### config.mk
export PLATFORM = sky130hd
export DESIGN_NAME = line_bank
export DESIGN_NICKNAME = d
export VERILOG_FILES = /design/src/scaler_pkg.sv /design/src/line_bank.sv
export SDC_FILE = /design/constraint.sdc
export NUM_CORES = 1
export LEC_CHECK = 0
export BUFFER_PORTS_ARGS = -buffer_cell sky130_fd_sc_hd__buf_4
export CORE_UTILIZATION = 40
export DETAILED_ROUTE_END_ITERATION = 10
export HOLD_SLACK_MARGIN = 0.06
export PLACE_DENSITY_LB_ADDON = 0.2
export SYNTH_ARGS = -nofsm -noshare
export SYNTH_HDL_FRONTEND = slang
export SYNTH_SLANG_ARGS = --single-unit
### constraint.sdc
create_clock -name clk_in2 -period 5.5 [get_ports clk_in2]
set_input_delay 1.1 -clock clk_in2 [delete_from_list [all_inputs] [get_ports clk_in2]]
set_output_delay 1.1 -clock clk_in2 [all_outputs]
set_load 0.005 [all_outputs]
### src/scaler_pkg.sv
// --------------------------------------------------
// bilinear scaler package
// image sizes, Q16 step ratios and the widths and
// types shared by the down-scaler blocks
// --------------------------------------------------
package scaler_pkg;

    // source and destination image sizes
    localparam int SRC_WIDTH  = 16;
    localparam int SRC_HEIGHT = 12;
    localparam int DST_WIDTH  = 12;
    localparam int DST_HEIGHT = 9;

    // source step per output pixel, floor(src / dst * 2^16)
    localparam logic [16:0] X_RATIO = 17'd87381;
    localparam logic [16:0] Y_RATIO = 17'd87381;

    localparam int FRAC_BITS    = 16;
    localparam int COORD_BITS   = 11;
    localparam int COL_BITS     = 4;
    localparam int NUM_BANKS    = 4;
    localparam int RING_ROWS    = 4;
    localparam int PIPE_LATENCY = 6;

    typedef logic [7:0]                      pixel_t;
    typedef logic [COORD_BITS-1:0]           coord_t;
    typedef logic [COORD_BITS+FRAC_BITS-1:0] acc_t;
    typedef logic [FRAC_BITS:0]              weight_t;
    // row bit 1 on top, column below
    typedef logic [COL_BITS:0]               bank_addr_t;

    // 1.0 in Q16
    localparam weight_t WEIGHT_ONE = weight_t'(1 << FRAC_BITS);

    // datapath widths, Q32 weights and weighted pixels
    typedef logic [2*FRAC_BITS+1:0]  wprod_t;
    typedef logic [2*FRAC_BITS+9:0]  term_t;
    typedef logic [2*FRAC_BITS+10:0] pair_sum_t;
    typedef logic [2*FRAC_BITS+11:0] sum_t;

endpackage

### src/line_bank.sv
// --------------------------------------------------
// line bank
// pixel RAM for two source rows of one parity,
// single write port and registered read
// --------------------------------------------------
`timescale 1ns/10ps

module line_bank
    import scaler_pkg::*;
(
    input  logic       clk_in2,
    input  logic       wr_en,
    input  bank_addr_t wr_addr,
    input  pixel_t     wr_data,
    input  bank_addr_t rd_addr,
    output pixel_t     rd_data
);

    // 32 entries, two rows of 16 pixels
    pixel_t mem [2**$bits(bank_addr_t)];

    always_ff @(posedge clk_in2)
    begin
        if (wr_en)
            mem[wr_addr] <= wr_data;
    end

    // read data one cycle after the address
    always_ff @(posedge clk_in2)
    begin
        rd_data <= mem[rd_addr];
    end

endmodule

# After elaboration in Yosys (flattened, before gate mapping)
# Memory sizes are Yosys's and may differ from the RTL's. A register that Yosys moved wholly into a read port is not among the register bits.
# Cells that the tools add are included.
# totals
regBits	0
mem_bits_rw	256
in_bits	20
output_inout_bits	8
word_cells	3
n_memories	1
# memory_table
memory	words	word_bits	rd	rd_ports_with_merged_regs	wr	line	rtl
mem	32	8	1	1	1	line_bank.sv:20	pixel_t mem [2**$bits(bank_addr_t)];
# classes
muxes	2
# op_table
op	count
$mux 1	2

# Longest topological paths before layout
# Gate-level depths: netlist (run 1).
# depth
ltp_word	2
ltp_mapped	5

# Worst setup path before layout (run 1)
# OpenSTA, ideal clock, no wires.
# synth_timing
kind	input port to flip-flop
startpoint	in rd_addr[2]
endpoint	reg rd_data[0] (read register of mem)
setup_time_ps	121
t_arrival_ps	2782
t_required_ps	5379
path_slack_ps	2598
stages	5
n_path_buf	2
cell_sequence	clkbuf_1 -> clkbuf_1 -> mux4_2 -> mux4_2 -> mux2_2
# synth_lines
item	line	rtl
start, declared	line_bank.sv:15	input bank_addr_t rd_addr,
end, declared	line_bank.sv:16	output pixel_t rd_data

==> results.tsv, run 1 <==
metric	value	unit
status	finished clean	
Worst EP required	5910	ps
area share of the leading cell type in the synthesized netlist	76.5	%
number of synthesized flops with an enable pin	256	
Avg Inst Size Synth	24.1	um2
starting density of the core	41.1	%
largest net degree at the start of global routing	65	
CTS tree	done	
first-pass GRT wire length	31700	um
synthesized area	10100	um2
Worst Setup Start Kind	primary input	
Synthesized Nets	437	
I/O pin total	28	
die width	161	um
Worst Tran Pin Value	1020	ps
reg2reg path depth	3	
Max Fclk	330	MHz
post-synth top area cell	edfxtp_1	
Setup Fix Bufs, Post-CTS	0	
pwr/cell area	381	nW/um2
Syn Inst Count	417	
core area	24500	um2
Die Height	161	um
Cell variety after synth	15	
WS Path Type	in2reg	
Area contributors post-synth	edfxtp_1, mux4_2, dfxtp_1	
Longest Clk Path Bufs	3	
fin crit period	3030	ps
drt total wl	21000	um
Worst Path Max Fanout	34	
hold-critical path depth	3	
final worst-path cycle share	55.1	%
fin area	11500	um2
DP Cell Count	749	
Cell Rows	57	
count leader, synth	edfxtp_1	
Leakage Power	3.57	nW
endpoints failing hold	0	
vias in the first global route	4627	
root buf cell	clkbuf_16	
H-tree depth	1	
WL/cell	26.3	um
n_diodes	0	
setup tns final	0	ps
Area Growth Syn to Fin	14.7	%
Die Footprint	25800	um2
initial antenna violation count	1	
GR Overflow Total	0	
Arrival @ worst endpoint	3440	ps
largest vdd supply drop	0.231	mV
DR iter-0 viols	463	
Area after DPL	10600	um2
Final Setup Violations	0	
Worst Hold Class	reg2reg	
number of synthesized register bits	264	
top post-synthesis cells by count	edfxtp_1, mux4_2, nor2_1	
all-layer global routing usage	17.1	%
CTS Hold Bufs	0	
nets	474	
via count	4398	
GPL Wtd Cong	0.735	
residual DRC count	0	
share of layout cells above drive strength 1	34.2	%
DP Wirelength	12800	um
Max Transition Viols Final	0	
TritonCTS Sinks	264	
Rel. slew slack	31.8	%
ys flop type	edfxtp_1	
endpoint type of the worst setup path	register	
fin cells	798	
Reg clk slew, reported paths	60	ps
ys async rst share	0	%
vias per cell	5.51	
Hold WS	908	ps
max_cap viols	0	
cts repair resizes	0	
Worst-Skew Late Latency	530	ps
unrepaired setup endpoints after global routing	false	
IO Port Bufs	27	
TritonRoute pass-1 iters	4	
CTS Buf Count	27	
register area share after synthesis	78.1	%
synth warn	0	
Final Skew	12.9	ps
Antenna Nets Post-Route	0	
worst paths after layout:
| check | endpoint | slack [ps] | from |
|---|---|---|---|
| worst max-delay path | rd_data[7] | 2470 | rd_addr[0] |
| worst min-delay path | rd_data[3] | 910 | mem[8][3] |
| worst max register to register | rd_data[7] | 3670 | mem[13][7] |
| worst min register to register | rd_data[3] | 910 | mem[8][3] |
metrics by stage:
stage	utilization (%)	setup slack, ps	total power [mW]
global route	47.1	2320	4.52
detailed placement	43.2	1840	2.51
floorplan	-	2600	2.41
finish	47.1	2470	4.39
CTS	47.1	2390	4.43
global placement	43.2	1840	2.50
area by class of cell:
cell class / instances / area [um2]
Fill cell: 1969 / 12900
Clock buffer: 36 / 759
Clock inverter: 13 / 193
Tap cell: 324 / 405
Timing Repair Buffer: 28 / 223
Multi-Input combinational cell: 133 / 2100
Sequential cell: 264 / 7850
report_power, final:
part | internal [mW] | total, mW | switching [mW]
registers | 2.24 | 2.25 | 0.00919
clock network | 1.20 | 1.93 | 0.734
logic | 0.0964 | 0.214 | 0.117
total | 3.53 | 4.39 | 0.860
cells by family (layout without fill, tap and decap cells):
logic type	count (synthesis)	in the layout	share of synthesized area, %
flip-flops	264	264	78.1
multiplexers	88	88	18.8
AND/OR/NAND/NOR	45	45	2.07
buffers and inverters	20	77	1.06
per-layer routing:
layer / GRT usage [%] / vias to the layer above / part of all wire [%]
li1: - / 1848 / -
met1: 25.5 / 2382 / 44
met2: 26.4 / 136 / 47
met3: 2.09 / 32 / 6.4
met4: 5.06 / 0 / 2.3
met5: 0 / - / 0
registers in the layout, indices dropped and copies added (netlist names):
register and cells:
mem 256, rd_data 8
placed cells by master (no fill, tap or decap):
cell type and count:
edfxtp_1 256, mux4_2 80, nor2_1 33, clkbuf_16 27
buf_4 27, mux2_2 8, dfxtp_1 8, nand3b_1 5
bufinv_16 5, clkbuf_8 5, clkbuf_1 4, clkinv_2 4
or3b_2 3, nand3_1 2, clkinvlp_4 2, clkinv_1 2
nand2_1 1, or3_1 1, buf_12 1
critical path, stage by stage:
cell and delay (ps):
buf_4 510, buf_12 350, mux4_2 580, mux4_2 540
mux2_2 290
No activity file was read; power rests on OpenSTA's default activity.
==> run 2: changes to the inputs <==
Clock period 5.5 ns to 2.6 ns, I/O delays scaled along.
==> results.tsv, run 2 (synthesis results as in run 1) <==
metric	value	unit	change
flop-to-flop setup slack	770	ps	-2900 ps
crit-path max cell delay	570	ps	about the same
drt total wl	21500	um	+2.4%
starting density of the core	41.1	%	unchanged
residual DRC count	0		unchanged
most frequent cells in the layout	edfxtp_1, mux4_2, buf_4		
nets	513		+8.2%
Arrival @ worst endpoint	2310	ps	-1130 ps
most used cell, CP	mux4_2		
WS Path Type	in2reg		
CTS tree	done		
setup tns final	0	ps	unchanged
die width	161	um	unchanged
GR peak layer	met2		
Largest regs	mem: 256 flops, rd_data: 8 flops		
fin crit period	1900	ps	
Leakage Power	3.78	nW	+6.0%
Max Transition Viols Final	0		unchanged
Cell Rows	57		unchanged
Reg clk slew, reported paths	60	ps	about the same
Worst Hold Class	in2reg		
max_cap viols	0		unchanged
CP max-delay cell	mux4_2		
WL/cell	25.7	um	-2.5%
Hold WS	391	ps	-517 ps
Die Height	161	um	unchanged
GR Layer Usage met1	25.5	%	about the same
DP Cell Count	788		+5.2%
most flop-heavy register	mem		
n_diodes	0		unchanged
endpoint type of the worst setup path	register		
endpoints failing hold	0		unchanged
final worst-path cycle share	73.1	%	
met2 Resource Use GR	27.2	%	+0.75 points
Final Setup Violations	0		unchanged
unrepaired setup endpoints after global routing	false		
fillers	1969		unchanged
Antenna Nets Post-Route	0		unchanged
critical path's top delay family	multiplexers		
Die Footprint	25800	um2	unchanged
fin area	11800	um2	+2.7%
root buf cell	clkbuf_16		
largest net degree at the start of global routing	33		-49%
CTS Hold Bufs	0		unchanged
TritonRoute pass-1 iters	4		unchanged
largest vdd supply drop	0.397	mV	+72%
worst reg2reg startpoint	mem[22][5]		
initial antenna violation count	0		-1
first-pass GRT wire length	32200	um	+1.5%
Core Util, Final	48.4	%	+1.3 points
share of layout cells above drive strength 1	38.3	%	+4.1 points
worst-path cell chain	buf_4 -> buf_12 -> mux4_2 -> mux4_2 -> mux2_2		
Area Growth Syn to Fin	17.8	%	
commonest non-fill, non-tap cell in the layout	edfxtp_1		
number of buffers and inverters on the critical path	2		unchanged
Longest Clk Path Bufs	3		unchanged
status	finished clean		
GR Overflow Total	0		unchanged
worst reg2reg endpoint	rd_data[5]		
CTS Buf Count	27		unchanged
vias per cell	5.35		-2.9%
all-layer global routing usage	17.5	%	+0.42 points
via count	4486		+2.0%
DR iter-0 viols	397		-14%
met3 global-route usage	3.59	%	+1.5 points
TritonCTS Sinks	264		unchanged
DP Wirelength	13800	um	+7.6%
pwr/cell area	769	nW/um2	+100%
hold_sp	rd_addr[3]		
Worst Path Max Fanout	23		-32%
Min-Delay Endpoint	rd_data[7]		
Final Skew	14.6	ps	+1.74 ps
vias in the first global route	4728		+2.2%
Worst Setup Start Kind	primary input		
reg2reg path depth	3		unchanged
IO Port Bufs	27		unchanged
max reg flops	256		unchanged
Area after DPL	10900	um2	+3.5%
Setup Fix Bufs, Post-CTS	0		unchanged
H-tree depth	1		unchanged
Worst EP required	3010	ps	-2900 ps
cts repair resizes	0		unchanged
Max Fclk	526	MHz	
Worst-Skew Late Latency	530	ps	about the same
critical path depth	5		unchanged
I/O pin total	28		unchanged
hold-critical path depth	2		-1
fin cells	838		+5.0%
core area	24500	um2	unchanged
GPL Wtd Cong	0.741		+0.86%
Rel. slew slack	69.2	%	+37 points
Worst Tran Pin Value	461	ps	-558 ps
## run 2: changes by cell type in the layout (fill, tap and decap cells not counted), sizes merged
cell and delta:
buf +39, bufinv -2, clkbuf +6, clkinv -2, clkinvlp -2, inv +1
## run 2: worst max path at each step
stage,start,endpoint,slack (ps)
global route,rd_addr[0],rd_data[0],630
detailed placement,rd_addr[0],rd_data[3],120
CTS,rd_addr[0],rd_data[3],680
floorplan,rd_addr[2],rd_data[0],280
global placement,rd_addr[0],rd_data[0],120
finish,rd_addr[0],rd_data[3],700
## run 2: final cells by class
cell class / instances / area (um2) / area share (%)
Sequential cell: 264 / 7850 / 66.3
Multi-Input combinational cell: 133 / 2100 / 17.7
Clock buffer: 42 / 782 / 6.60
Timing Repair Buffer: 67 / 591 / 4.99
Tap cell: 324 / 405 / 3.42
Clock inverter: 8 / 118 / 0.993
## run 2: metal layers
| metal | up-vias | share of wire, % |
|---|---|---|
| li1 | 1930 | - |
| met1 | 2382 | 43 |
| met2 | 149 | 48 |
| met3 | 25 | 8.2 |
| met4 | 0 | 1.1 |
| met5 | - | 0 |
## run 2: power by group
group	internal, mW	switching (mW)	leakage (nW)
logic	0.227	0.249	0.968
clock network	2.36	1.52	0.441
registers	4.73	0.0224	2.37
total	7.32	1.79	3.78
## run 2: through the flow
stage               worst slack (ps)  power, mW
CTS                              680       9.22
finish                           700       9.11
global placement                 122       5.33
floorplan                        278       5.09
global route                     629       9.39
detailed placement               122       5.34
==> run 3: changes to the inputs <==
Settings changed: ABC_AREA set to 1.
Clock period 2.6 ns to 1.8 ns, I/O delays scaled along.
==> results.tsv, run 3 <==
metric	value	unit	change
status	complete, but fails checks		
failing checks	design-rule violations		
Syn Inst Count	922		+120%
DR iter-0 viols	521		+31%
endpoint type of the worst setup path	output pin		
die width	166	um	+3.5%
unrepaired setup endpoints after global routing	false		
Reg clk slew, reported paths	60	ps	about the same
Synth Area in Compound Gates	0	%	unchanged
n_diodes	0		unchanged
ys async rst share	0	%	unchanged
number of buffers and inverters on the critical path	1		-1
synth warn	0		unchanged
endpoints failing hold	0		unchanged
initial antenna violation count	0		unchanged
largest vdd supply drop	0.603	mV	+52%
Synthesized Nets	942		+120%
Max Transition Viols Final	0		unchanged
synthesized area	10800	um2	+7.3%
critical path's top delay family	flip-flops		
Worst Tran Pin Value	581	ps	+120 ps
CTS Hold Bufs	0		unchanged
core area	26300	um2	+7.4%
nets	1000		+95%
top post-synthesis cells by count	nand2_1, edfxtp_1, nand3_1		
Cell Rows	59		+3.5%
Longest Clk Path Bufs	3		unchanged
number of synthesized flops with an enable pin	256		unchanged
Area contributors post-synth	edfxtp_1, nand2_1, nand3_1		
Max Fclk	677	MHz	
Worst EP required	1440	ps	-1570 ps
Area Growth Syn to Fin	14.5	%	
Synth Area in Simple Gates	23.1	%	+21 points
CTS Buf Count	27		unchanged
Worst Setup Start Kind	register		
Largest regs	mem: 256 flops, rd_data: 8 flops		
crit-path max cell delay	430	ps	-140 ps
TritonCTS Sinks	264		unchanged
Final Setup Violations	0		unchanged
final worst-path cycle share	82.1	%	
vias in the first global route	6732		+42%
mux cell area share after synthesis	0	%	-19 points
worst-path cell chain	buf_4		
cts repair resizes	0		unchanged
Antenna Nets Post-Route	0		unchanged
all-layer global routing usage	19.2	%	+1.7 points
IO Port Bufs	27		unchanged
most flop-heavy register	mem		
commonest non-fill, non-tap cell in the layout	nand2_1		
DP Wirelength	15400	um	+12%
Synth Area in XOR/XNOR	0	%	unchanged
Cell variety after synth	12		-3
pwr/cell area	1060	nW/um2	+38%
setup tns final	0	ps	unchanged
post-synth top area cell	edfxtp_1		
starting density of the core	41.0	%	-0.053 points
share of layout cells above drive strength 1	11.9	%	-26 points
Rel. slew slack	61.2	%	-8.0 points
WL/cell	19.6	um	-24%
Arrival @ worst endpoint	1120	ps	-1190 ps
drt total wl	26100	um	+21%
area share of the leading cell type in the synthesized netlist	71.3	%	-5.2 points
vias per cell	5.16		-3.6%
GR Overflow Total	0		unchanged
Synth Area in Adders	0	%	unchanged
Final Skew	14.5	ps	-0.0853 ps
register area share after synthesis	72.8	%	-5.3 points
Setup Fix Bufs, Post-CTS	0		unchanged
Avg Inst Size Synth	11.7	um2	-51%
count leader, synth	nand2_1		
I/O pin total	28		unchanged
first-pass GRT wire length	40400	um	+26%
Worst Path Max Fanout	1		-96%
most frequent cells in the layout	nand2_1, edfxtp_1, nand3_1		
residual DRC count	2		+2
Die Footprint	27600	um2	+7.2%
root buf cell	clkbuf_16		
TritonRoute pass-1 iters	8		+4
GPL Wtd Cong	0.797		+7.5%
Worst Hold Class	in2reg		
largest family of logic cells by synthesized area	simple AND/OR/NAND/NOR gates		
via count	6881		+53%
Leakage Power	4.63	nW	+22%
max reg flops	256		unchanged
number of synthesized register bits	264		unchanged
Worst-Skew Late Latency	530	ps	about the same
ys flop type	edfxtp_1		
largest net degree at the start of global routing	73		+120%
fin crit period	1480	ps	
CTS tree	done		
CP max-delay cell	dfxtp_1		
max_cap viols	0		unchanged
WS Path Type	reg2out		
Core Util, Final	47.0	%	-1.4 points
H-tree depth	1		unchanged
Die Height	166	um	+3.5%
==> run 3: worst paths after layout <==
kind                            cells past startpoint          to       start  slack, ps
worst max-delay path                                1  rd_data[2]  rd_data[2]        320
worst min register to register                      8  rd_data[2]   mem[2][2]        760
worst max register to register                      8  rd_data[7]  mem[14][7]        590
worst min-delay path                                3  rd_data[6]  rd_addr[4]        140
==> run 3: routing by layer <==
metal / global-route usage [%] / up-vias / share of wire, %
li1: - / 3316 / -
met1: 28.3 / 3378 / 47
met2: 30.3 / 154 / 46
met3: 2.26 / 33 / 4.5
met4: 4.99 / 0 / 1.9
met5: 0 / - / 0
==> run 3: layout make-up <==
class                   count  area, um2
clock inverters            14        141
repair buffers             81        708
fillers                  2393      13900
multi-input cells         596       2490
well taps                 335        419
flip-flops and latches    264       7850
inverters                  10       40.0
clock buffers              33        698
==> run 3: logic make-up (layout without fill, tap and decap cells) <==
kind of cell,count (synthesis),count (layout)
and+or+nand+nor,596,596
DFF,264,264
buffers and inverters,62,138
==> run 3: metrics by stage <==
| step | hold slack (ps) | setup slack [ps] | total power [mW] | area [um2] | instances |
|---|---|---|---|---|---|
| floorplan | 459 | 406 | 7.48 | 10800 | 922 |
| global placement | 675 | 66.9 | 7.86 | 11500 | 1286 |
| global route | 138 | 284 | 13.6 | 12300 | 1333 |
| finish | 144 | 323 | 13.1 | 12300 | 1333 |
| CTS | 125 | 295 | 13.2 | 12300 | 1333 |
| detailed placement | 679 | 90.4 | 7.86 | 11500 | 1286 |
==> run 3: power by group <==
group          total, mW  switching, mW  internal [mW]
combinational      0.854          0.588          0.266
clock               5.38           2.22           3.16
sequential          6.87         0.0361           6.83
