File: src/scaler_pkg.sv
// --------------------------------------------------
// bilinear scaler package
// image sizes, Q16 step ratios and the widths and
// types shared by the down-scaler blocks
// --------------------------------------------------
package scaler_pkg;

    // source and destination image sizes
    localparam int SRC_WIDTH  = 16;
    localparam int SRC_HEIGHT = 12;
    localparam int DST_WIDTH  = 12;
    localparam int DST_HEIGHT = 9;

    // source step per output pixel, floor(src / dst * 2^16)
    localparam logic [16:0] X_RATIO = 17'd87381;
    localparam logic [16:0] Y_RATIO = 17'd87381;

    localparam int FRAC_BITS    = 16;
    localparam int COORD_BITS   = 11;
    localparam int COL_BITS     = 4;
    localparam int NUM_BANKS    = 4;
    localparam int RING_ROWS    = 4;
    localparam int PIPE_LATENCY = 6;

    typedef logic [7:0]                      pixel_t;
    typedef logic [COORD_BITS-1:0]           coord_t;
    typedef logic [COORD_BITS+FRAC_BITS-1:0] acc_t;
    typedef logic [FRAC_BITS:0]              weight_t;
    // row bit 1 on top, column below
    typedef logic [COL_BITS:0]               bank_addr_t;

    // 1.0 in Q16
    localparam weight_t WEIGHT_ONE = weight_t'(1 << FRAC_BITS);

    // datapath widths, Q32 weights and weighted pixels
    typedef logic [2*FRAC_BITS+1:0]  wprod_t;
    typedef logic [2*FRAC_BITS+9:0]  term_t;
    typedef logic [2*FRAC_BITS+10:0] pair_sum_t;
    typedef logic [2*FRAC_BITS+11:0] sum_t;

endpackage

File: src/coord_gen.sv
// --------------------------------------------------
// coordinate generator
// steps the Q16 source coordinates per frame and
// issues bank reads with fractions and edge flags
// --------------------------------------------------
`timescale 1ns/10ps

module coord_gen
    import scaler_pkg::*;
(
    input  logic       clk_in2,
    input  logic       rst_n,
    input  coord_t     rows_done,
    output coord_t     row_base,
    output logic       frame_done,
    output logic       rd_valid,
    output bank_addr_t rd_addr_even,
    output bank_addr_t rd_addr_odd_col,
    output bank_addr_t rd_addr_odd,
    output bank_addr_t rd_addr_even_col,
    output weight_t    x_frac,
    output weight_t    y_frac,
    output logic       row_parity,
    output logic       edge_right,
    output logic       edge_bottom,
    output logic       sof,
    output logic       eol
);

    typedef enum logic [2:0] {
        S_IDLE,
        S_LOAD_Y,
        S_WAIT_ROWS,
        S_EMIT,
        S_NEXT_ROW
    } state_t;

    state_t              state;
    acc_t                x_acc;
    acc_t                y_acc;
    coord_t              x_cnt;
    coord_t              y_cnt;
    coord_t              x_int;
    coord_t              y_int;
    coord_t              y_low;
    logic                last_col;
    logic                last_row;
    logic [COL_BITS-1:0] col_next;
    bank_addr_t          addr_lo;
    bank_addr_t          addr_hi;

    assign x_int    = x_acc[FRAC_BITS +: COORD_BITS];
    assign y_int    = y_acc[FRAC_BITS +: COORD_BITS];
    assign last_col = (x_cnt == coord_t'(DST_WIDTH - 1));
    assign last_row = (y_cnt == coord_t'(DST_HEIGHT - 1));

    //--------------------------------------------------
    // frame FSM
    always_ff @(posedge clk_in2)
    begin
        if (!rst_n)
            state <= S_IDLE;
        else
        begin
            case (state)
                S_IDLE:
                begin
                    // wait for the first row of the next frame
                    if (!frame_done && rows_done != '0)
                        state <= S_LOAD_Y;
                end
                S_LOAD_Y:
                    state <= S_WAIT_ROWS;
                S_WAIT_ROWS:
                begin
                    if (rows_done > y_low)
                        state <= S_EMIT;
                end
                S_EMIT:
                begin
                    if (last_col)
                        state <= S_NEXT_ROW;
                end
                S_NEXT_ROW:
                    state <= last_row ? S_IDLE : S_LOAD_Y;
                default:
                    state <= S_IDLE;
            endcase
        end
    end

    // y stepping, row_base doubles as the upper row
    always_ff @(posedge clk_in2)
    begin
        if (!rst_n)
        begin
            y_acc      <= '0;
            y_cnt      <= '0;
            row_base   <= '0;
            frame_done <= 1'b0;
        end
        else
        begin
            frame_done <= 1'b0;
            if (state == S_LOAD_Y)
                row_base <= y_int;
            else if (state == S_NEXT_ROW)
            begin
                if (last_row)
                begin
                    y_acc      <= '0;
                    y_cnt      <= '0;
                    row_base   <= '0;
                    frame_done <= 1'b1;
                end
                else
                begin
                    y_acc <= y_acc + Y_RATIO;
                    y_cnt <= y_cnt + 1'b1;
                end
            end
        end
    end

    // lower row clamps to the last source row
    always_ff @(posedge clk_in2)
    begin
        if (state == S_LOAD_Y)
        begin
            y_frac      <= {1'b0, y_acc[FRAC_BITS-1:0]};
            edge_bottom <= (y_int == coord_t'(SRC_HEIGHT - 1));
            y_low       <= (y_int == coord_t'(SRC_HEIGHT - 1)) ? y_int : y_int + 1'b1;
        end
    end

    // x restarts at zero for every row
    always_ff @(posedge clk_in2)
    begin
        if (!rst_n || state != S_EMIT)
        begin
            x_acc <= '0;
            x_cnt <= '0;
        end
        else
        begin
            x_acc <= x_acc + X_RATIO;
            x_cnt <= x_cnt + 1'b1;
        end
    end

    //--------------------------------------------------
    // read issue
    assign rd_valid   = (state == S_EMIT);
    assign x_frac     = {1'b0, x_acc[FRAC_BITS-1:0]};
    assign edge_right = (x_int == coord_t'(SRC_WIDTH - 1));
    assign row_parity = row_base[0];
    assign sof        = rd_valid && (x_cnt == '0) && (y_cnt == '0);
    assign eol        = rd_valid && last_col;

    assign col_next = x_int[COL_BITS-1:0] + 1'b1;
    assign addr_lo  = {row_base[1], x_int[COL_BITS-1:0]};
    assign addr_hi  = {y_low[1], x_int[COL_BITS-1:0]};

    // each parity pair gets the neighbour row of its parity
    assign rd_addr_even     = row_parity ? addr_hi : addr_lo;
    assign rd_addr_odd      = row_parity ? addr_lo : addr_hi;
    assign rd_addr_even_col = {rd_addr_even[COL_BITS], col_next};
    assign rd_addr_odd_col  = {rd_addr_odd[COL_BITS], col_next};

endmodule

File: config.mk
export PLATFORM = sky130hd
export DESIGN_NAME = coord_gen
export DESIGN_NICKNAME = d
export VERILOG_FILES = /design/src/scaler_pkg.sv /design/src/coord_gen.sv
export SDC_FILE = /design/constraint.sdc
export NUM_CORES = 1
export LEC_CHECK = 0
export BUFFER_PORTS_ARGS = -buffer_cell sky130_fd_sc_hd__buf_2
export CORE_MARGIN = 1
export CORE_UTILIZATION = 30
export DETAILED_ROUTE_END_ITERATION = 16
export PLACE_DENSITY_LB_ADDON = 0.12
export SETUP_SLACK_MARGIN = 0.2
export SYNTH_ARGS = -nofsm -noshare
export SYNTH_HDL_FRONTEND = slang
export SYNTH_SLANG_ARGS = --single-unit
File: constraint.sdc
create_clock -name clk_in2 -period 2.7 [get_ports clk_in2]
set_clock_uncertainty 0.2 [all_clocks]
set_input_delay 0.135 -clock clk_in2 [delete_from_list [all_inputs] [get_ports clk_in2]]
set_output_delay 0.135 -clock clk_in2 [all_outputs]
set_load 0.01 [all_outputs]
# After elaboration in Yosys (flattened, before gate mapping)
# Cells that the tools add are included.
[totals]
reg_bits = 119
out_inout_bits = 72
input_bits = 13
[op_classes]
bitwise_logic = 3
magnitude_cmp = 1
add_sub_neg = 6
reduce_logical = 17
muxes = 14
n_eq_ne = 12
[ops]
columns = ["op", "n"]
rows = [
  ["$mux 11", 5],
  ["$add 27x17->27 const B", 2],
  ["$eq 11x4->1 const B", 4],
  ["$add 11x1->11 const B", 3],
  ["$mux 27", 1],
  ["$logic_not 11->1", 2],
  ["$pmux 3 s5", 1],
  ["$gt 11x11->1", 1],
  ["$reduce_bool 11->1", 1],
  ["$mux 5", 2],
  ["$mux 3", 3],
  ["$eq 3x2->1 const B", 2],
  ["$add 4x1->4 const B", 1],
  ["$logic_and 1x1->1", 4],
  ["$ne 2x2->1 const B", 2],
  ["$reduce_and 2->1", 2],
  ["$reduce_bool 2->1", 2],
  ["$eq 3x1->1 const B", 1],
  ["$eq 3x3->1 const B", 1],
  ["$logic_not 3->1", 1],
  ["$ne 3x2->1 const B", 1],
  ["$not 1->1", 3],
  ["$reduce_and 3->1", 1],
  ["$reduce_or 3->1", 1],
  ["4 further kinds", 6],
]

# Logic depth before layout (Yosys ltp)
# Gate-level depths: netlist (run 1).
[depth]
word_depth = 4
mapped_depth = 8
depth_no_buf = 7

# Worst setup path after synthesis (run 1)
# No wires, ideal clock.
[synth_timing]
path_type = "register to register"
startpoint = "register state[2]"
endpoint = "register edge_bottom (enable)"
period_less_slack_ns = 2.389
t_required_ns = 2.097
path_buffers = 2
stages_incl_launch_ff = 4
t_arrival_ns = 1.786
slack_ns = 0.311
cell_sequence = "dfxtp_1 buf_2 nor3b_1 clkbuf_1"
[synth_between]
elab_chain_len = 1
[synth_rtl]
columns = ["element", "line", "rtl"]
rows = [
  ["start, declared", "coord_gen.sv:38", "state_t state;"],
  ["start signal, assigned", "coord_gen.sv:85", "state <= last_row ? S_IDLE : S_LOAD_Y;"],
  ["$eq 3x1->1", "coord_gen.sv:128", "if (state == S_LOAD_Y)"],
  ["end signal, assigned", "coord_gen.sv:131", "edge_bottom <= (y_int == coord_t'(SRC_HEIGHT - 1));"],
  ["end, declared", "coord_gen.sv:25", "output logic edge_bottom,"],
]
# No other way between the ends.
# A chain may end at the register's enable or synchronous reset.

# Worst setup path after layout (run 1)
[layout_timing]
startpoint = "register y_acc[16]"
endpoint = "register y_acc[20]"
[layout_between]
elab_chain_len = 2
[layout_rtl]
columns = ["element", "line", "rtl"]
rows = [
  ["start, declared", "coord_gen.sv:40", "acc_t y_acc;"],
  ["start signal, assigned", "coord_gen.sv:118", "y_acc <= y_acc + Y_RATIO;"],
  ["$add 27x17->27", "coord_gen.sv:118", ""],
  ["$mux 27", "coord_gen.sv:109", "if (last_row)"],
]
# No other way between the ends.

==> results of run 1 <==
==> final cells by class <==
| type | instances | area [sq um] | area share [%] |
|---|---|---|---|
| Sequential cell | 119 | 2665 | 37.93 |
| Tap cell | 265 | 331.6 | 4.719 |
| Clock buffer | 20 | 436.7 | 6.215 |
| Inverter | 26 | 97.59 | 1.389 |
| Timing Repair Buffer | 93 | 508.0 | 7.231 |
| Multi-Input combinational cell | 445 | 2858 | 40.68 |
| Clock inverter | 12 | 128.9 | 1.834 |
==> per-stage QoR <==
stage                     total power, mW  area (sq um)  cells  setup slack (ps)
after global routing                4.534          7025    980             227.6
after detailed placement            2.223          6444    947             410.2
after floorplan                     2.125          6016    657             310.5
after CTS                           4.430          7022    980             239.9
final                               4.360          7025    980             367.2
after global placement              2.216          6444    947             474.1
==> worst max-delay path, cell delays in order, from the launching register on <==
cell      delay (ps)
dfxtp_1          480
inv_1            150
ha_1             250
a311o_1          360
a21oi_1          380
a211oi_1         180
xnor2_1          160
nor2_1            50
==> power groups by stage <==
stage,registers (mW),logic [mW],clock network (mW)
finish,1.92,0.262,2.18
global route,1.92,0.295,2.32
CTS,1.92,0.270,2.24
detailed placement,1.96,0.267,0
global placement,1.96,0.260,0
floorplan,1.96,0.165,0
==> metal layers <==
metal | up-vias | track usage, % | wire length, um
met4 | 0 | 5.375 | 189
met2 | 70 | 25.19 | 6981
met3 | 14 | 3.965 | 472
li1 | 2370 | - | -
met1 | 2231 | 17.72 | 6524
met5 | - | 0 | 0
==> Yosys cell counts, types with 6 or more instances <==
library cell,number
dfxtp_1,91
nor2_1,81
nand2_1,39
a21oi_1,37
buf_4,35
xnor2_1,33
edfxtp_1,28
xor2_1,26
inv_1,25
ha_1,21
nand3_1,21
o21ai_0,21
clkbuf_1,18
and3_1,15
or3_1,14
a22oi_1,13
nor4_1,12
buf_2,11
nand4_1,10
nor3_1,10
a21o_1,9
and2_1,6
==> how the worst max path moves through the flow <==
| stage | end | from | slack (ps) | depth (start not counted) |
|---|---|---|---|---|
| floorplan | edge_bottom | state[2] | 310 | 3 |
| global placement | y_acc[20] | y_acc[16] | 470 | 7 |
| detailed placement | y_acc[20] | y_acc[16] | 410 | 7 |
| CTS | edge_right | x_acc[16] | 240 | 4 |
| global route | y_acc[26] | y_acc[16] | 230 | 7 |
| finish | y_acc[20] | y_acc[16] | 370 | 7 |
==> cells by family (layout without fill, tap and decap cells) <==
logic type / count (synthesis) / in the layout / synth area share [%]
other cells: 1 / 2 / 0.06238
buf+inv: 93 / 151 / 8.387
compound gates: 124 / 124 / 13.90
flops: 119 / 119 / 44.29
fa+ha+maj: 21 / 21 / 4.370
xor+xnor: 59 / 59 / 8.595
mux: 7 / 7 / 1.207
simple gates: 232 / 232 / 19.19
==> registers in the layout (all words and copies together) (netlist names) <==
| register | flops |
|---|---|
| edge_bottom | 1 |
| frame_done | 1 |
| row_base | 11 |
| state | 3 |
| x_acc | 27 |
| x_cnt | 11 |
| y_acc | 27 |
| y_cnt | 11 |
| y_frac | 16 |
| y_low | 11 |
==> timing repair <==
item / CTS / global route
setup endpoints to repair: 1 / 2
hold endpoints to repair: 2 / 0
gates resized for setup: 1 / 3
hold buffers: 1 / 0
==> key figures, run 1 <==
Setup path
  – Kind of critical path: register to register
  – Critical R2R Launch: y_acc[16]
  – Worst-path fanout max: 9
  – WP data arrival: around 2400 ps
  – Worst EP required: approximately 2800 ps
  – Cells on worst reg2reg path: 7
  – Crit path launch type: register
  – Worst R2R End: y_acc[20]
  – Critical Path Sink Type: register
  – Slack of the worst reg-to-reg path: about 370 ps

Layout
  – Final Util: a little over a third
  – Most common cell after layout, fill and taps aside: dfxtp_1
  – Area grow syn2layout: 16.86%
  – Filler Cell Count: between 2000 and 2500
  – Commonest non-fill, non-tap cells in the layout: dfxtp_1, buf_2, nor2_1
  – Inserted Diodes: 0
  – Fin nets: approximately 740
  – Share of cells above drive strength 1: 18.74%

Logic synthesis
  – Yosys warns: 0
  – Number of synthesized flops with an enable pin: 28
  – Top post-synthesis cells by area: dfxtp_1, edfxtp_1, nor2_1
  – Synthesized flop and latch total: 119
  – Synth Flop Type: dfxtp_1
  – Syn Std Cell Area: 6012 sq um
  – Netlist cell types: between 60 and 70
  – Synth Instances: around 660
  – Asr flop ratio synth: 0%
  – Synth area leader: dfxtp_1
  – Sequential share of the synthesized area: between 40 and 50%
  – Post-Syn Area per Cell: 9.165 sq um
  – Yosys top cell area share: between 30% and 40%

CTS
  – Reg clk slew, reported paths: ~60 ps
  – Clock Tree Root: clkbuf_16
  – Postcts setup bufs: 0
  – Num CTS Buffers: 17
  – Clk Latency, worst-skew pair: between 400 and 500 ps
  – Worst-case clock buffer depth: 2
  – Clock net sink count: 119
  – TritonCTS clock tree: done
  – H-tree Lvls: 4

Run status
  – Status: completed

GRT
  – Number of global-route vias before repair: about 4700
  – Largest net degree at the start of global routing: 40
  – First-pass GRT wire length: roughly 24000 um
  – Antenna violations before repair: 0
  – GR Overflow Total: 0
  – Total GRT Usage: roughly 15%

Pwr
  – NetSw: a little over 1 mW
  – Sw Ratio: about a quarter
  – Internal Pwr Total: ~3.3 mW
  – Sequential Power Share: between 40% and 50%
  – Clock share of power: between 50% and 60%
  – Leakage power: approximately 2.8 nW
  – Pwr dens: approximately 620 nW/um^2
  – Comb power frac: 6.0%
  – Max VDD drop: ~0.00042 V

Routing
  – WL/cell: between 10 and 15 um
  – Vias after detailed routing: 4685
  – Via-to-Cell Ratio: between 4 and 5
  – Post-Route WL: between 10000 and 15000 um
  – Detail Route Antenna Nets: 0
  – Initial DRC Count: roughly 240
  – Drt pass-1 iters: 4
  – DRC: 0

Timing
  – Worst Hold Slack: 98.40 ps
  – Max Fclk: around 430 MHz
  – Final Hold Fails: 0
  – Slew @ Worst Pin: 597.5 ps
  – Count of final setup violators: 0
  – RSZ-0062 raised after global routing: false
  – Fin. max-slew vios: 0
  – Rel. slew slack: about three fifths
  – Final period util: around 86%
  – Minimum clock period: ~2300 ps
  – Setup TNS: 0 ps

Floorplan
  – Starting Density: about 30%
  – Top Ports: 85
  – Die X: 143.6 um
  – Core Region: around 20000 sq um
  – Site Rows: 51
  – Full die area: ~21000 sq um
  – Die height: 143.6 um

Min path
  – Cells on Worst Hold Path: 5
  – WHS Endpoint: state[0]
  – Beginning of the worst hold path: rows_done[10]
  – Hold Crit Class: input port to register

Run
  – Max-cap viol count: 0

Placement
  – Post-DP HPWL: 10120 um
  – IO buf count: 82
  – GPL Wtd Cong: 0.8552
(Power assumes the default switching activity.)
==> run 2: changes to the inputs <==
Clock period 2.7 ns to 2.6 ns, I/O delays scaled along.
==> key figures, run 2 (synthesis gave the netlist of run 1 again) <==
Layout
  – Area grow syn2layout: 17.69%
  – Inserted Diodes: 0
  – Biggest regs: x_acc: 27 flops, y_acc: 27 flops, y_frac: 16 flops
  – Most common cell after layout, fill and taps aside: dfxtp_1
  – Final Util: between 30% and 40%
  – Fin nets: ~740
  – Commonest non-fill, non-tap cells in the layout: dfxtp_1, buf_2, nor2_1
  – Share of cells above drive strength 1: 19.83%

Timing
  – Final period util: between 80 and 90%
  – Fin. max-slew vios: 0
  – Final Hold Fails: 0
  – Max Fclk: 439.1 MHz
  – Minimum clock period: 2277 ps
  – Count of final setup violators: 0
  – Slew @ Worst Pin: between 600 and 700 ps
  – Rel. slew slack: 58.37%
  – RSZ-0062 raised after global routing: false
  – Setup TNS: 0 ps

Pwr
  – Max VDD drop: 0.0004351 V
  – Leakage power: between 2 and 3 nW
  – Pwr dens: around 640 nW/um^2

Setup path
  – Worst-path fanout max: 7
  – Cells on worst reg2reg path: 7
  – Critical R2R Launch: y_acc[16]
  – Worst EP required: approximately 2300 ps
  – Critical Path Sink Type: primary output
  – Worst R2R End: y_acc[20]
  – WP data arrival: approximately 2000 ps
  – Kind of critical path: register to primary output
  – Slack of the worst reg-to-reg path: 440 ps
  – Crit path launch type: register

Routing
  – Initial DRC Count: roughly 180
  – Via-to-Cell Ratio: approximately 4.8
  – Detail Route Antenna Nets: 0
  – Post-Route WL: ~14000 um
  – Drt pass-1 iters: 4
  – WL/cell: around 14 um
  – Vias after detailed routing: between 4000 and 5000
  – DRC: 0

Floorplan
  – Die height: around 140 um
  – Die X: approximately 140 um
  – Starting Density: between 30 and 40%
  – Full die area: around 21000 sq um
  – Site Rows: 51
  – Core Region: ~20000 sq um
  – Top Ports: 85

GRT
  – GR Overflow Total: 0
  – Largest net degree at the start of global routing: 40
  – Number of global-route vias before repair: around 4600
  – Total GRT Usage: between 10% and 20%
  – First-pass GRT wire length: ~23000 um
  – Antenna violations before repair: 0

CTS
  – Clk Latency, worst-skew pair: about 420 ps
  – Postcts setup bufs: 0
  – TritonCTS clock tree: done
  – H-tree Lvls: 4
  – Reg clk slew, reported paths: 50 ps
  – Num CTS Buffers: 17
  – Clock net sink count: roughly 120
  – Worst-case clock buffer depth: 2
  – Clock Tree Root: clkbuf_16

Placement
  – GPL Wtd Cong: 0.8390
  – Post-DP HPWL: between 10000 and 15000 um
  – IO buf count: between 80 and 90

Min path
  – Beginning of the worst hold path: rows_done[10]
  – Hold Crit Class: input port to register
  – WHS Endpoint: state[0]
  – Cells on Worst Hold Path: 5

Run
  – Max-cap viol count: 0

Run status
  – Status: completed
run 2: changes by cell type in the layout (fill, tap and decap cells not counted), moves of 2 or more:
| cell | delta |
|---|---|
| clkbuf_1 | -3 |
| clkinv_2 | +3 |
| clkinvlp_4 | -3 |
| clkinv_4 | +2 |
| inv_6 | +2 |
| nor4_1 | -2 |
| nor4_2 | +2 |
run 2: how the worst max path moves through the flow:
stage                              to  startpoint
after floorplan           edge_bottom    state[2]
after global placement      y_acc[20]   y_acc[16]
after detailed placement    y_acc[20]   y_acc[16]
after CTS                  edge_right   x_acc[16]
after global routing              sof    y_cnt[5]
final                      edge_right   x_acc[16]
run 2: cell type report:
cell class,count,area (sq um)
Multi-Input combinational cell,445,2888
Clock inverter,15,152.6
Inverter,26,97.59
Timing Repair Buffer,94,515.5
Fill cell,2041,12450
Clock buffer,17,425.4
Tap cell,265,331.6
Sequential cell,119,2665
run 2: per-stage QoR:
| step | setup slack, ps | instances | power [mW] | hold WS [ps] | instance area, sq um |
|---|---|---|---|---|---|
| floorplan | 210.5 | 657 | 2.206 | 75.92 | 6016 |
| global placement | 381.1 | 948 | 2.301 | 243.6 | 6451 |
| detailed placement | 307.6 | 948 | 2.308 | 254.6 | 6451 |
| CTS | 219.3 | 981 | 4.633 | 93.68 | 7049 |
| global route | 199.4 | 981 | 4.750 | 112.3 | 7076 |
| finish | 322.6 | 981 | 4.556 | 98.83 | 7076 |
run 2: power by group:
group,internal (mW),leakage [nW],switching [mW]
registers,1.96,1.00,0.0344
logic,0.0992,1.57,0.173
clock network,1.41,0.284,0.881
total,3.47,2.86,1.09
run 2: critical path: stages (launching register included):
cell,delay [ps]
dfxtp_2,420
ha_4,200
or4b_2,590
nor3_1,170
buf_2,160
run 2: timing repair:
item | 4_1_cts | 5_1_grt
resized for setup | 4 | 4
endpoints found under the setup margin | 2 | 6
hold buffers | 1 | 0
endpoints found under the hold margin | 2 | 0
run 2: metal layers:
metal  vias to the layer above  part of all wire [%]  routed length, um  global-route usage [%]
met2                        94                    49               6926                   23.97
met4                         0                   2.0                280                   5.991
li1                       2360                     -                  -                       -
met3                        19                   3.8                534                   4.132
met1                      2249                    45               6401                   17.57
met5                         -                     0                  0                       0
